**src/hdl/axi_bridge_pkg.sv**
```systemverilog
// Memory to AXI bridge definitions

package axi_bridge_pkg;

	// ****************************************
	// Plain vector types
	// ****************************************

	// Byte address on both the native and the AXI side
	typedef logic [31:0] addr_t;

	// AXI response code, shared by B and R
	typedef logic [1:0] resp_t;

	// Burst fields of the address channels
	typedef logic [7:0] axi_len_t;
	typedef logic [2:0] axi_size_t;
	typedef logic [1:0] axi_burst_t;

	// ****************************************
	// AXI encodings
	// ****************************************

	localparam resp_t RESP_OKAY   = 2'b00;
	localparam resp_t RESP_SLVERR = 2'b10;

	// Every transaction is one beat
	localparam axi_len_t   AXI_LEN_SINGLE = 8'd0;
	localparam axi_burst_t AXI_BURST_INCR = 2'b01;

	// ****************************************
	// Issue FSM
	// ****************************************

	typedef enum logic [1:0] {
		ISSUE_IDLE,
		ISSUE_WRITE,
		ISSUE_READ
	} issue_state_t;

endpackage

```
**src/hdl/axi_desc_if.sv**
```systemverilog
// Decoded transaction channel

`timescale 1ns/1ps

interface axi_desc_if
	import axi_bridge_pkg::*;
#(
	parameter int DATA_WIDTH = 32,
	parameter int ID_WIDTH   = 4
);
	logic                    desc_request;
	logic                    desc_write;
	logic [ID_WIDTH-1:0]     desc_id;
	addr_t                   desc_addr;
	logic [DATA_WIDTH-1:0]   desc_wdata;
	logic [DATA_WIDTH/8-1:0] desc_wstrb;
	logic                    desc_ready;

	// Decode side offers, issue side accepts
	modport source (output desc_request, desc_write, desc_id, desc_addr, desc_wdata,
		desc_wstrb, input desc_ready);

	modport sink (input desc_request, desc_write, desc_id, desc_addr, desc_wdata,
		desc_wstrb, output desc_ready);

endinterface

```
**src/hdl/axi_issue.sv**
```systemverilog
// AXI address and write data issue stage

`timescale 1ns/1ps

module axi_issue
	import axi_bridge_pkg::*;
#(
	parameter int DATA_WIDTH = 32,
	parameter int ID_WIDTH   = 4
) (
	input  logic                    clk,
	input  logic                    rst_n,
	axi_desc_if.sink                desc,
	output logic [ID_WIDTH-1:0]     awid,
	output addr_t                   awaddr,
	output axi_len_t                awlen,
	output axi_size_t               awsize,
	output axi_burst_t              awburst,
	output logic                    awvalid,
	input  logic                    awready,
	output logic [DATA_WIDTH-1:0]   wdata,
	output logic [DATA_WIDTH/8-1:0] wstrb,
	output logic                    wlast,
	output logic                    wvalid,
	input  logic                    wready,
	output logic [ID_WIDTH-1:0]     arid,
	output addr_t                   araddr,
	output axi_len_t                arlen,
	output axi_size_t               arsize,
	output axi_burst_t              arburst,
	output logic                    arvalid,
	input  logic                    arready,
	output logic                    wr_push,
	output logic [ID_WIDTH-1:0]     wr_push_id,
	input  logic                    wr_full,
	output logic                    rd_push,
	output logic [ID_WIDTH-1:0]     rd_push_id,
	input  logic                    rd_full
);
	// Full-width beats only
	localparam axi_size_t BEAT_SIZE = axi_size_t'($clog2(DATA_WIDTH / 8));

	issue_state_t        state;
	logic [ID_WIDTH-1:0] issue_id;
	addr_t               issue_addr;
	logic                aw_done;
	logic                w_done;

	// One descriptor at a time, and only with room in its FIFO
	assign desc.desc_ready = (state == ISSUE_IDLE) && (desc.desc_write ? !wr_full : !rd_full);

	assign wr_push    = desc.desc_request && desc.desc_write;
	assign rd_push    = desc.desc_request && !desc.desc_write;
	assign wr_push_id = desc.desc_id;
	assign rd_push_id = desc.desc_id;

	// A channel is done once its valid is gone or accepted this cycle
	assign aw_done = !awvalid || awready;
	assign w_done  = !wvalid || wready;

	always_ff @(posedge clk) begin
		if (desc.desc_request) begin
			issue_id   <= desc.desc_id;
			issue_addr <= desc.desc_addr;
			wdata      <= desc.desc_wdata;
			wstrb      <= desc.desc_wstrb;
		end
	end

	always_ff @(posedge clk) begin
		if (!rst_n) begin
			state   <= ISSUE_IDLE;
			awvalid <= 1'b0;
			wvalid  <= 1'b0;
			arvalid <= 1'b0;
		end else begin
			case (state)
				ISSUE_IDLE: begin
					if (desc.desc_request && desc.desc_write) begin
						state   <= ISSUE_WRITE;
						awvalid <= 1'b1;
						wvalid  <= 1'b1;
					end else if (desc.desc_request) begin
						state   <= ISSUE_READ;
						arvalid <= 1'b1;
					end
				end
				ISSUE_WRITE: begin
					// AW and W retire on their own handshakes
					awvalid <= awvalid && !awready;
					wvalid  <= wvalid && !wready;
					if (aw_done && w_done) begin
						state <= ISSUE_IDLE;
					end
				end
				ISSUE_READ: begin
					if (arready) begin
						arvalid <= 1'b0;
						state   <= ISSUE_IDLE;
					end
				end
				default: state <= ISSUE_IDLE;
			endcase
		end
	end

	assign awid    = issue_id;
	assign awaddr  = issue_addr;
	assign awlen   = AXI_LEN_SINGLE;
	assign awsize  = BEAT_SIZE;
	assign awburst = AXI_BURST_INCR;
	assign wlast   = 1'b1;

	assign arid    = issue_id;
	assign araddr  = issue_addr;
	assign arlen   = AXI_LEN_SINGLE;
	assign arsize  = BEAT_SIZE;
	assign arburst = AXI_BURST_INCR;

endmodule

```
**src/hdl/mem_axi_bridge.sv**
```systemverilog
// Native memory port to AXI4 bridge

`timescale 1ns/1ps

module mem_axi_bridge
	import axi_bridge_pkg::*;
#(
	parameter int DATA_WIDTH = 32,
	parameter int ID_WIDTH   = 4,
	parameter int FIFO_DEPTH = 3
) (
	input  logic                    clk,
	input  logic                    rst_n,
	// Native request and response ports
	output logic                    req_ready,
	input  logic                    req_request,
	input  logic                    req_write,
	input  addr_t                   req_addr,
	input  logic [DATA_WIDTH-1:0]   req_wdata,
	input  logic [DATA_WIDTH/8-1:0] req_byte_enable,
	input  logic                    wresp_ready,
	output logic                    wresp_request,
	output logic                    wresp_error,
	input  logic                    rresp_ready,
	output logic                    rresp_request,
	output logic [DATA_WIDTH-1:0]   rresp_data,
	output logic                    rresp_error,
	// AXI master
	output logic [ID_WIDTH-1:0]     awid,
	output addr_t                   awaddr,
	output axi_len_t                awlen,
	output axi_size_t               awsize,
	output axi_burst_t              awburst,
	output logic                    awvalid,
	input  logic                    awready,
	output logic [DATA_WIDTH-1:0]   wdata,
	output logic [DATA_WIDTH/8-1:0] wstrb,
	output logic                    wlast,
	output logic                    wvalid,
	input  logic                    wready,
	input  logic [ID_WIDTH-1:0]     bid,
	input  resp_t                   bresp,
	input  logic                    bvalid,
	output logic                    bready,
	output logic [ID_WIDTH-1:0]     arid,
	output addr_t                   araddr,
	output axi_len_t                arlen,
	output axi_size_t               arsize,
	output axi_burst_t              arburst,
	output logic                    arvalid,
	input  logic                    arready,
	input  logic [ID_WIDTH-1:0]     rid,
	input  logic [DATA_WIDTH-1:0]   rdata,
	input  resp_t                   rresp,
	input  logic                    rlast,
	input  logic                    rvalid,
	output logic                    rready
);
	logic                wr_push;
	logic [ID_WIDTH-1:0] wr_push_id;
	logic                wr_full;
	logic                wr_pop;
	logic [ID_WIDTH-1:0] wr_head_id;
	logic                wr_empty;
	logic                rd_push;
	logic [ID_WIDTH-1:0] rd_push_id;
	logic                rd_full;
	logic                rd_pop;
	logic [ID_WIDTH-1:0] rd_head_id;
	logic                rd_empty;

	axi_desc_if #(.DATA_WIDTH(DATA_WIDTH), .ID_WIDTH(ID_WIDTH)) desc_bus ();

	// ****************************************
	// Decode and issue
	// ****************************************

	req_decode #(.DATA_WIDTH(DATA_WIDTH), .ID_WIDTH(ID_WIDTH)) u_req_decode (
		.clk(clk), .rst_n(rst_n),
		.req_ready(req_ready), .req_request(req_request), .req_write(req_write),
		.req_addr(req_addr), .req_wdata(req_wdata), .req_byte_enable(req_byte_enable),
		.desc(desc_bus.source)
	);

	axi_issue #(.DATA_WIDTH(DATA_WIDTH), .ID_WIDTH(ID_WIDTH)) u_axi_issue (
		.clk(clk), .rst_n(rst_n), .desc(desc_bus.sink),
		.awid(awid), .awaddr(awaddr), .awlen(awlen), .awsize(awsize),
		.awburst(awburst), .awvalid(awvalid), .awready(awready),
		.wdata(wdata), .wstrb(wstrb), .wlast(wlast), .wvalid(wvalid), .wready(wready),
		.arid(arid), .araddr(araddr), .arlen(arlen), .arsize(arsize),
		.arburst(arburst), .arvalid(arvalid), .arready(arready),
		.wr_push(wr_push), .wr_push_id(wr_push_id), .wr_full(wr_full),
		.rd_push(rd_push), .rd_push_id(rd_push_id), .rd_full(rd_full)
	);

	// ****************************************
	// Outstanding IDs, one FIFO per direction
	// ****************************************

	pending_fifo #(.ID_WIDTH(ID_WIDTH), .FIFO_DEPTH(FIFO_DEPTH)) u_wr_pending (
		.clk(clk), .rst_n(rst_n), .push(wr_push), .push_id(wr_push_id), .full(wr_full),
		.pop(wr_pop), .head_id(wr_head_id), .empty(wr_empty)
	);

	pending_fifo #(.ID_WIDTH(ID_WIDTH), .FIFO_DEPTH(FIFO_DEPTH)) u_rd_pending (
		.clk(clk), .rst_n(rst_n), .push(rd_push), .push_id(rd_push_id), .full(rd_full),
		.pop(rd_pop), .head_id(rd_head_id), .empty(rd_empty)
	);

	resp_collect #(.DATA_WIDTH(DATA_WIDTH), .ID_WIDTH(ID_WIDTH)) u_resp_collect (
		.clk(clk), .rst_n(rst_n),
		.bid(bid), .bresp(bresp), .bvalid(bvalid), .bready(bready),
		.rid(rid), .rdata(rdata), .rresp(rresp), .rlast(rlast), .rvalid(rvalid),
		.rready(rready),
		.wr_head_id(wr_head_id), .wr_empty(wr_empty), .wr_pop(wr_pop),
		.rd_head_id(rd_head_id), .rd_empty(rd_empty), .rd_pop(rd_pop),
		.wresp_ready(wresp_ready), .wresp_request(wresp_request), .wresp_error(wresp_error),
		.rresp_ready(rresp_ready), .rresp_request(rresp_request), .rresp_data(rresp_data),
		.rresp_error(rresp_error)
	);

endmodule

```
**src/hdl/pending_fifo.sv**
```systemverilog
// Outstanding ID FIFO

`timescale 1ns/1ps

module pending_fifo #(
	parameter int ID_WIDTH   = 4,
	parameter int FIFO_DEPTH = 3
) (
	input  logic                clk,
	input  logic                rst_n,
	input  logic                push,
	input  logic [ID_WIDTH-1:0] push_id,
	output logic                full,
	input  logic                pop,
	output logic [ID_WIDTH-1:0] head_id,
	output logic                empty
);
	localparam int PTR_W = (FIFO_DEPTH > 1) ? $clog2(FIFO_DEPTH) : 1;
	localparam int CNT_W = $clog2(FIFO_DEPTH + 1);

	logic [ID_WIDTH-1:0] mem [FIFO_DEPTH];
	logic [PTR_W-1:0]    wr_ptr;
	logic [PTR_W-1:0]    rd_ptr;
	logic [CNT_W-1:0]    count;
	logic                do_push;
	logic                do_pop;

	assign full    = (count == CNT_W'(FIFO_DEPTH));
	assign empty   = (count == '0);
	assign head_id = mem[rd_ptr];

	// Overflow and underflow requests are dropped
	assign do_push = push && !full;
	assign do_pop  = pop && !empty;

	always_ff @(posedge clk) begin
		if (do_push) begin
			mem[wr_ptr] <= push_id;
		end
	end

	always_ff @(posedge clk) begin
		if (!rst_n) begin
			wr_ptr <= '0;
			rd_ptr <= '0;
			count  <= '0;
		end else begin
			if (do_push) begin
				wr_ptr <= (wr_ptr == PTR_W'(FIFO_DEPTH - 1)) ? '0 : wr_ptr + 1'b1;
			end
			if (do_pop) begin
				rd_ptr <= (rd_ptr == PTR_W'(FIFO_DEPTH - 1)) ? '0 : rd_ptr + 1'b1;
			end
			if (do_push && !do_pop) begin
				count <= count + 1'b1;
			end else if (do_pop && !do_push) begin
				count <= count - 1'b1;
			end
		end
	end

endmodule

```
**src/hdl/req_decode.sv**
```systemverilog
// Native request decode stage

`timescale 1ns/1ps

module req_decode
	import axi_bridge_pkg::*;
#(
	parameter int DATA_WIDTH = 32,
	parameter int ID_WIDTH   = 4
) (
	input  logic                    clk,
	input  logic                    rst_n,
	output logic                    req_ready,
	input  logic                    req_request,
	input  logic                    req_write,
	input  addr_t                   req_addr,
	input  logic [DATA_WIDTH-1:0]   req_wdata,
	input  logic [DATA_WIDTH/8-1:0] req_byte_enable,
	axi_desc_if.source              desc
);
	// Low address bits below one word
	localparam addr_t ALIGN_MASK = addr_t'(DATA_WIDTH / 8 - 1);

	logic                    hold_valid;
	logic                    hold_write;
	logic [ID_WIDTH-1:0]     hold_id;
	addr_t                   hold_addr;
	logic [DATA_WIDTH-1:0]   hold_wdata;
	logic [DATA_WIDTH/8-1:0] hold_wstrb;
	logic [ID_WIDTH-1:0]     wr_id_cnt;
	logic [ID_WIDTH-1:0]     rd_id_cnt;
	logic                    capture;

	assign req_ready = !hold_valid;
	assign capture   = req_request && req_ready;

	// ****************************************
	// Holding register
	// ****************************************

	always_ff @(posedge clk) begin
		if (capture) begin
			hold_write <= req_write;
			hold_id    <= req_write ? wr_id_cnt : rd_id_cnt;
			hold_addr  <= req_addr & ~ALIGN_MASK;
			hold_wdata <= req_wdata;
			hold_wstrb <= req_byte_enable;
		end
	end

	always_ff @(posedge clk) begin
		if (!rst_n) begin
			hold_valid <= 1'b0;
			wr_id_cnt  <= '0;
			rd_id_cnt  <= '0;
		end else begin
			if (capture) begin
				hold_valid <= 1'b1;
			end else if (desc.desc_request) begin
				hold_valid <= 1'b0;
			end
			// IDs count separately per direction
			if (capture && req_write) begin
				wr_id_cnt <= wr_id_cnt + 1'b1;
			end
			if (capture && !req_write) begin
				rd_id_cnt <= rd_id_cnt + 1'b1;
			end
		end
	end

	// ****************************************
	// Descriptor offer
	// ****************************************

	assign desc.desc_request = hold_valid && desc.desc_ready;
	assign desc.desc_write   = hold_write;
	assign desc.desc_id      = hold_id;
	assign desc.desc_addr    = hold_addr;
	assign desc.desc_wdata   = hold_wdata;
	assign desc.desc_wstrb   = hold_wstrb;

endmodule

```
**src/hdl/resp_collect.sv**
```systemverilog
// AXI response collection stage

`timescale 1ns/1ps

module resp_collect
	import axi_bridge_pkg::*;
#(
	parameter int DATA_WIDTH = 32,
	parameter int ID_WIDTH   = 4
) (
	input  logic                  clk,
	input  logic                  rst_n,
	input  logic [ID_WIDTH-1:0]   bid,
	input  resp_t                 bresp,
	input  logic                  bvalid,
	output logic                  bready,
	input  logic [ID_WIDTH-1:0]   rid,
	input  logic [DATA_WIDTH-1:0] rdata,
	input  resp_t                 rresp,
	input  logic                  rlast,
	input  logic                  rvalid,
	output logic                  rready,
	input  logic [ID_WIDTH-1:0]   wr_head_id,
	input  logic                  wr_empty,
	output logic                  wr_pop,
	input  logic [ID_WIDTH-1:0]   rd_head_id,
	input  logic                  rd_empty,
	output logic                  rd_pop,
	input  logic                  wresp_ready,
	output logic                  wresp_request,
	output logic                  wresp_error,
	input  logic                  rresp_ready,
	output logic                  rresp_request,
	output logic [DATA_WIDTH-1:0] rresp_data,
	output logic                  rresp_error
);
	logic b_hs;
	logic r_hs;
	logic wr_pend;
	logic rd_pend;

	// Accept a response only when the native side can take it
	assign bready = wresp_ready && !wr_empty;
	assign rready = rresp_ready && !rd_empty;
	assign b_hs   = bvalid && bready;
	assign r_hs   = rvalid && rready;
	assign wr_pop = b_hs;
	assign rd_pop = r_hs;

	// Error payload, captured with each handshake
	always_ff @(posedge clk) begin
		if (b_hs) begin
			wresp_error <= (bresp != RESP_OKAY) || (bid != wr_head_id);
		end
		if (r_hs) begin
			// A single-beat read must also be the last beat
			rresp_error <= (rresp != RESP_OKAY) || (rid != rd_head_id) || !rlast;
			rresp_data  <= rdata;
		end
	end

	// Pending flags hold a response while ready is low
	always_ff @(posedge clk) begin
		if (!rst_n) begin
			wr_pend <= 1'b0;
			rd_pend <= 1'b0;
		end else begin
			wr_pend <= b_hs || (wr_pend && !wresp_ready);
			rd_pend <= r_hs || (rd_pend && !rresp_ready);
		end
	end

	assign wresp_request = wr_pend && wresp_ready;
	assign rresp_request = rd_pend && rresp_ready;

endmodule

```
**config.mk**
```make
export PLATFORM = sky130hd
export DESIGN_NAME = mem_axi_bridge
export DESIGN_NICKNAME = d
export VERILOG_FILES = /design/src/hdl/axi_bridge_pkg.sv /design/src/hdl/axi_desc_if.sv /design/src/hdl/axi_issue.sv /design/src/hdl/mem_axi_bridge.sv /design/src/hdl/pending_fifo.sv /design/src/hdl/req_decode.sv /design/src/hdl/resp_collect.sv
export SDC_FILE = /design/constraint.sdc
export NUM_CORES = 1
export LEC_CHECK = 0
export BUFFER_PORTS_ARGS = -buffer_cell sky130_fd_sc_hd__buf_2
export CAP_MARGIN = 20
export CELL_PAD_IN_SITES_DETAIL_PLACEMENT = 0
export CELL_PAD_IN_SITES_GLOBAL_PLACEMENT = 2
export CORE_MARGIN = 2
export CORE_UTILIZATION = 30
export CTS_CLUSTER_SIZE = 16
export DETAILED_ROUTE_END_ITERATION = 7
export PLACE_DENSITY_LB_ADDON = 0.15
export SYNTH_ARGS = -nofsm -noshare
export SYNTH_HDL_FRONTEND = slang
export SYNTH_SLANG_ARGS = --single-unit
export TNS_END_PERCENT = 1
```
**constraint.sdc**
```tcl
create_clock -name clk -period 7.44 [get_ports clk]
set_input_delay 1.116 -clock clk [delete_from_list [all_inputs] [get_ports clk]]
set_output_delay 1.116 -clock clk [all_outputs]
set_load 0.05 [all_outputs]
```
Word level (Yosys, flattened, before mapping)
Memories as Yosys holds them, arrays and structs flattened. A register that Yosys moved wholly into a read port is not among the register bits.
Index checks and enable logic that the tools add are counted.
{"block": "op_classes", "n_addsub": 10, "n_eq_ne": 16, "muxes": 32, "n_reduce_logical": 64}
{"cell": "$mux 2", "count": 16}
{"cell": "$logic_and 1x1->1", "count": 26}
{"cell": "$logic_not 1->1", "count": 18}
{"cell": "$eq 2x2->1 const B", "count": 7}
{"cell": "$reduce_bool 2->1", "count": 7}
{"cell": "$add 2x1->2 const B", "count": 6}
{"cell": "$mux 1", "count": 11}
{"cell": "$add 4x1->4 const B", "count": 2}
{"cell": "$ne 4x4->1", "count": 2}
{"cell": "$logic_or 1x1->1", "count": 7}
{"cell": "$logic_not 2->1", "count": 3}
{"cell": "$ne 2x1->1 const B", "count": 3}
{"cell": "$pmux 1 s2", "count": 3}
{"cell": "$pmux 2 s3", "count": 1}
{"cell": "$mux 4", "count": 1}
{"cell": "$ne 2x2->1 const B", "count": 2}
{"cell": "$reduce_and 4->1", "count": 1}
{"cell": "$sub 2x1->2 const B", "count": 2}
{"cell": "$ne 3x1->1 const B", "count": 1}
{"cell": "$reduce_and 3->1", "count": 1}
{"cell": "$eq 2x1->1 const B", "count": 1}
{"cell": "$reduce_and 2->1", "count": 1}
{"block": "totals", "ff_bits": 203, "ramBits": 24, "inputBits": 124, "out_inout_bits": 177, "word_cells": 151, "mem_count": 2}
{"memory": "u_rd_pending.mem", "depth": 3, "width": 4, "read_ports": 1, "rd_clocked_by_memory_dff": 1, "wr": 1, "line": "pending_fifo.sv:21", "text": "logic [ID_WIDTH-1:0] mem [FIFO_DEPTH];"}
{"memory": "u_wr_pending.mem", "depth": 3, "width": 4, "read_ports": 1, "rd_clocked_by_memory_dff": 1, "wr": 1, "line": "pending_fifo.sv:21"}

Depth between registers and ports, before layout
{"block": "depth", "ltp_word": 11, "ltp_mapped": 7, "depth_no_buf": 7}

Hierarchy
Synthesis repeated with hierarchy kept, for this count alone.
{"block": "hier_totals", "cells_unflattened": 476, "area_unflattened_um2": 8398.1}
{"mod": "axi_issue", "instances": 1, "cells_per_inst": 177, "area_each_um2": 2980.4, "seq_area_each_um2": 2262.2}
{"mod": "req_decode", "instances": 1, "cells_per_inst": 121, "area_each_um2": 2640.0, "seq_area_each_um2": 2312.2}
{"mod": "pending_fifo", "instances": 2, "cells_per_inst": 58, "area_each_um2": 773.2, "seq_area_each_um2": 520.5}
{"mod": "resp_collect", "instances": 1, "cells_per_inst": 62, "area_each_um2": 1231.2, "seq_area_each_um2": 1061.0}

Worst setup path after synthesis
OpenSTA, ideal clock, no wires.
{"block": "synth_timing", "path_type": "reg2reg", "startpoint": "register u_req_decode.hold_valid", "endpoint": "register u_axi_issue.issue_addr[10], in the netlist u_axi_issue.araddr[10], enable pin", "setup_time_ps": 670, "t_arrival_ps": 7367, "required_ps": 6770, "path_slack_ps": -597, "path_stages_with_launch": 3, "path_buffers": 0, "synth_period_minus_slack_ps": 8037, "path_cell_list": "dfxtp_1 inv_1 nor4_1"}
{"block": "synth_between", "elab_chain_len": 1}
{"item": "start, declared", "line": "req_decode.sv:24", "text": "logic hold_valid;"}
{"item": "start signal, assigned", "line": "req_decode.sv:53", "text": "hold_valid <= 1'b0;"}
{"item": "start signal, assigned", "line": "req_decode.sv:58", "text": "hold_valid <= 1'b1;"}
{"item": "start signal, assigned", "line": "req_decode.sv:60", "text": "hold_valid <= 1'b0;"}
{"item": "$logic_and 1x1->1", "line": "req_decode.sv:76", "text": "assign desc.desc_request = hold_valid && desc.desc_ready;"}
{"item": "end signal, assigned", "line": "axi_issue.sv:64", "text": "issue_addr <= desc.desc_addr;"}
{"item": "end, declared", "line": "axi_issue.sv:45", "text": "addr_t issue_addr;"}
Every way passes these cells.
A chain may end at the register's enable or synchronous reset.

Final worst setup path
{"block": "layout_timing", "startpoint": "input port rresp_ready", "endpoint": "output port rready"}
{"block": "layout_between", "elab_chain_len": 1}
{"item": "start, declared", "line": "mem_axi_bridge.sv:24", "text": "input logic rresp_ready,"}
{"item": "$logic_and 1x1->1", "line": "resp_collect.sv:44", "text": "assign rready = rresp_ready && !rd_empty;"}
{"item": "end, declared", "line": "mem_axi_bridge.sv:57", "text": "output logic rready"}
Every way passes these cells.

==> metrics.txt <==
# TYPE chip_impl_metric gauge
chip_impl_info{name="grt_setup_unrepaired",value="no"} 1
chip_impl_metric{name="hold_fix_buffers_cts",unit=""} 0
chip_impl_metric{name="grt_use_total",unit=""} 0.114
chip_impl_metric{name="final-max-slew-violation-count",unit=""} 0
chip_impl_metric{name="setup_violations",unit=""} 0
chip_impl_metric{name="fin_nets",unit=""} 842
chip_impl_info{name="result_of_the_run",value="complete, no violations"} 1
chip_impl_metric{name="total_leakage_power",unit="uW"} 0.00407
chip_impl_info{name="worst_path_max_delay_cell",value="buf_2"} 1
chip_impl_metric{name="timing.final.hold_violations",unit=""} 0
chip_impl_metric{name="min_period_over_period",unit=""} 0.382
chip_impl_metric{name="cp_data_arrival_time",unit="ns"} 1.72
chip_impl_metric{name="starting_utilization_of_the_core_area",unit=""} 0.305
chip_impl_metric{name="avgSynthCellArea",unit="um^2"} 17.9
chip_impl_metric{name="register_area_share_after_synthesis",unit=""} 0.805
chip_impl_metric{name="synth_warnings",unit=""} 0
chip_impl_metric{name="yosysTopAreaCellShare",unit=""} 0.727
chip_impl_metric{name="postLayoutCoreUtil",unit=""} 0.388
chip_impl_metric{name="tightestPinTransition",unit="ns"} 1.01
chip_impl_metric{name="critPathRequiredTime",unit="ns"} 6.32
chip_impl_metric{name="detail-route-antenna-nets",unit=""} 0
chip_impl_metric{name="post_synth_inst_count",unit=""} 459
chip_impl_info{name="hold_path.class",value="flip-flop to flip-flop"} 1
chip_impl_metric{name="cts_resized",unit=""} 0
chip_impl_metric{name="critical_path_fanout_max",unit=""} 3
chip_impl_metric{name="largest_net_degree_at_the_start_of_global_routing",unit=""} 71
chip_impl_info{name="worst_path_most_repeated_cell",value="buf_2"} 1
chip_impl_metric{name="drt_pre_antenna_iters",unit=""} 4
chip_impl_info{name="startpoint_type",value="input pin"} 1
chip_impl_metric{name="die_height",unit="um"} 169
chip_impl_metric{name="last_weighted_congestion_value_of_the_routability_driven_placer",unit=""} 0.726
chip_impl_metric{name="layout_setup_ws",unit="ns"} 4.60
chip_impl_metric{name="final.min_clock_period",unit="ns"} 2.84
chip_impl_metric{name="share_of_the_synthesized_area_in_compound_gates_ao_oa_aoi_oai",unit=""} 0.0312
chip_impl_metric{name="irDropWorstVdd",unit="mV"} 0.140
chip_impl_metric{name="synth.ff_latch_count",unit=""} 231
chip_impl_metric{name="floorplan.rows",unit=""} 60
chip_impl_metric{name="remaining_drc_errors",unit=""} 0
chip_impl_metric{name="tritoncts.num_buffers",unit=""} 25
chip_impl_info{name="synth_top_family_by_area",value="buffers and inverters"} 1
chip_impl_metric{name="cts_sinks",unit=""} 231
chip_impl_metric{name="synth_async_sr_flop_share",unit=""} 0
chip_impl_metric{name="coreArea",unit="um^2"} 27000
chip_impl_metric{name="total_power",unit="uW"} 3030
chip_impl_metric{name="worst_setup_hold_path_clk_slew",unit="ns"} 0.06
chip_impl_metric{name="post_synth_edffs",unit=""} 199
chip_impl_metric{name="post_drt_via_cell_ratio",unit=""} 4.15
chip_impl_metric{name="grt_antenna_before_repair",unit=""} 1
chip_impl_info{name="dominantRegCellSynth",value="edfxtp_1"} 1
chip_impl_info{name="timing.critical_path.cells",value="buf_2 > o21a_1 > buf_2"} 1
chip_impl_metric{name="first_iter_violations",unit=""} 248
chip_impl_info{name="timing.critical_path.to_type",value="output port"} 1
chip_impl_metric{name="drv_cap",unit=""} 0
chip_impl_metric{name="overflow",unit=""} 0
chip_impl_metric{name="cts_max_path_buffers",unit=""} 3
chip_impl_metric{name="port_buffers",unit=""} 267
chip_impl_metric{name="drive_gt1_frac",unit=""} 0.440
chip_impl_metric{name="synth_xor_xnor_area_share",unit=""} 0.0160
chip_impl_metric{name="yosys-mux-area-fraction",unit=""} 0.0177
chip_impl_metric{name="slew-limit-headroom",unit=""} 0.327
chip_impl_info{name="timing_worst_setup_path_type",value="input pin to output port"} 1
chip_impl_metric{name="highest_clock_rate",unit="MHz"} 352
chip_impl_metric{name="vias_in_the_first_global_route",unit=""} 4204
chip_impl_metric{name="first_pass_grt_wire_length",unit="mm"} 24.9
chip_impl_metric{name="die_x",unit="um"} 169
chip_impl_info{name="synth.top_cells.by_area",value="edfxtp_1 (73%), dfxtp_1 (7.8%), buf_4 (5.9%), mux2i_1 (1.2%), xnor2_1 (1.2%)"} 1
chip_impl_metric{name="setup-tns-final",unit="ns"} 0
chip_impl_metric{name="io-pin-count",unit=""} 301
chip_impl_metric{name="cts_max_level",unit=""} 1
chip_impl_metric{name="post_dp_hpwl",unit="mm"} 12.3
chip_impl_info{name="timing.critical_path.max_delay_family",value="buffers and inverters"} 1
chip_impl_metric{name="clkLatencyLatePin",unit="ns"} 0.52
chip_impl_metric{name="cp.buffers_inverters",unit=""} 2
chip_impl_metric{name="power-per-cell-area",unit="nW/um^2"} 290
chip_impl_metric{name="post_cts_buffers",unit=""} 0
chip_impl_info{name="cts_tree",value="yes"} 1
chip_impl_metric{name="crit_path_max_incr_delay",unit="ns"} 0.33
chip_impl_metric{name="yosysUniqueCellTypes",unit=""} 43
chip_impl_metric{name="skew",unit="ns"} 0.00967
chip_impl_metric{name="netlist_area",unit="um^2"} 8220
chip_impl_metric{name="synth_fa_ha_area_frac",unit=""} 0.00609
chip_impl_metric{name="area.growth.synth_to_final",unit="%"} 27.1
chip_impl_metric{name="via_count",unit=""} 4462
chip_impl_metric{name="routed_wl_per_cell",unit="um"} 16.2
chip_impl_metric{name="hold-worst-slack",unit="ns"} 0.414
chip_impl_info{name="clock-root-buffer",value="clkbuf_16"} 1
chip_impl_metric{name="routed_wl",unit="mm"} 17.4
chip_impl_metric{name="synth-simple-area-share",unit=""} 0.0565
chip_impl_metric{name="dpl_worst_slack",unit="ns"} 4.36
chip_impl_info{name="netlist.top_cell.by_area",value="edfxtp_1"} 1
chip_impl_metric{name="die-area",unit="um^2"} 28700
per-layer routing:
layer	vias to the layer above	track usage	share of wire	routed length (um)
li1	2109	-	-	-
met1	2119	0.141	0.41	7180
met2	204	0.194	0.48	8400
met3	30	0.0329	0.083	1430
met4	0	0.0323	0.020	351
met5	-	0	0	0
cell usage in the layout, fill, tap and decap left out, drive strengths merged, types with 6 or more instances in the layout:
| cell | n |
|---|---|
| conb | 31 |
| edfxtp | 199 |
| or3 | 6 |
| a21boi | 13 |
| clkbuf | 30 |
| nor3b | 7 |
| clkinv | 8 |
| nand2 | 26 |
| o21a | 7 |
| inv | 10 |
| and2 | 13 |
| dfxtp | 32 |
| buf | 270 |
| xnor2 | 11 |
| mux2i | 10 |
| o21ai | 11 |
power breakdown:
part,internal [uW],switching [uW]
registers,1480,27.9
logic,70.1,235
clock network,722,491
logic make-up (layout without fill, tap and decap cells):
group	after synthesis	after routing
flip-flops	231	231
buffers and inverters	80	324
AND/OR/NAND/NOR	75	75
AO/OA/AOI/OAI	38	38
XOR/XNOR	15	15
multiplexers	14	14
adder cells (fa/ha/maj)	4	4
other	2	32
layout make-up:
type	instances	area [um^2]
Clock inverter	15	160
Tap cell	341	427
Antenna cell	1	2.50
Timing Repair Buffer	270	1380
Fill cell	2493	16500
Multi-Input combinational cell	177	1180
Inverter	9	33.8
Sequential cell	231	6620
Clock buffer	30	644
synthesized netlist by cell type, types with 5 or more instances:
master,number
a21boi_0,5
a21boi_1,8
and2_1,13
buf_4,65
clkbuf_1,5
dfxtp_1,32
edfxtp_1,199
inv_1,7
mux2i_1,10
nand2_1,25
o21a_1,7
o21ai_0,9
or3_1,6
xnor2_1,11
state kept, by name, summed over array words and instances, names as in the netlist, 4 cells and up, named ones only:
| name | count |
|---|---|
| u_axi_issue.araddr | 30 |
| u_req_decode.desc.desc_wdata | 32 |
| u_rd_pending.mem | 12 |
| u_wr_pending.mem | 12 |
| u_req_decode.desc.desc_wstrb | 4 |
| u_axi_issue.wdata | 32 |
| u_req_decode.desc.desc_addr | 30 |
| u_axi_issue.wstrb | 4 |
| u_req_decode.rd_id_cnt | 4 |
| u_req_decode.desc.desc_id | 4 |
| u_req_decode.wr_id_cnt | 4 |
| u_resp_collect.rresp_data | 32 |
| u_axi_issue.arid | 4 |
stage by stage:
stage | area (um^2) | instances
floorplan | 8330 | 488
global placement | 9610 | 1027
detailed placement | 9640 | 1028
CTS | 10400 | 1073
global route | 10400 | 1073
finish | 10400 | 1074
path summary, 6_finish.rpt:
check                                    from                               to  slack [ns]  depth (start not counted)
min          u_req_decode.desc.desc_wdata[24]            u_axi_issue.wdata[24]        0.41                          0
max                               rresp_ready                           rready        4.60                          3
min reg2reg  u_req_decode.desc.desc_wdata[24]            u_axi_issue.wdata[24]        0.41                          0
max reg2reg           u_req_decode.hold_valid  u_req_decode.desc.desc_wdata[9]        5.27                          2
Power figures use the tool's default switching activity.
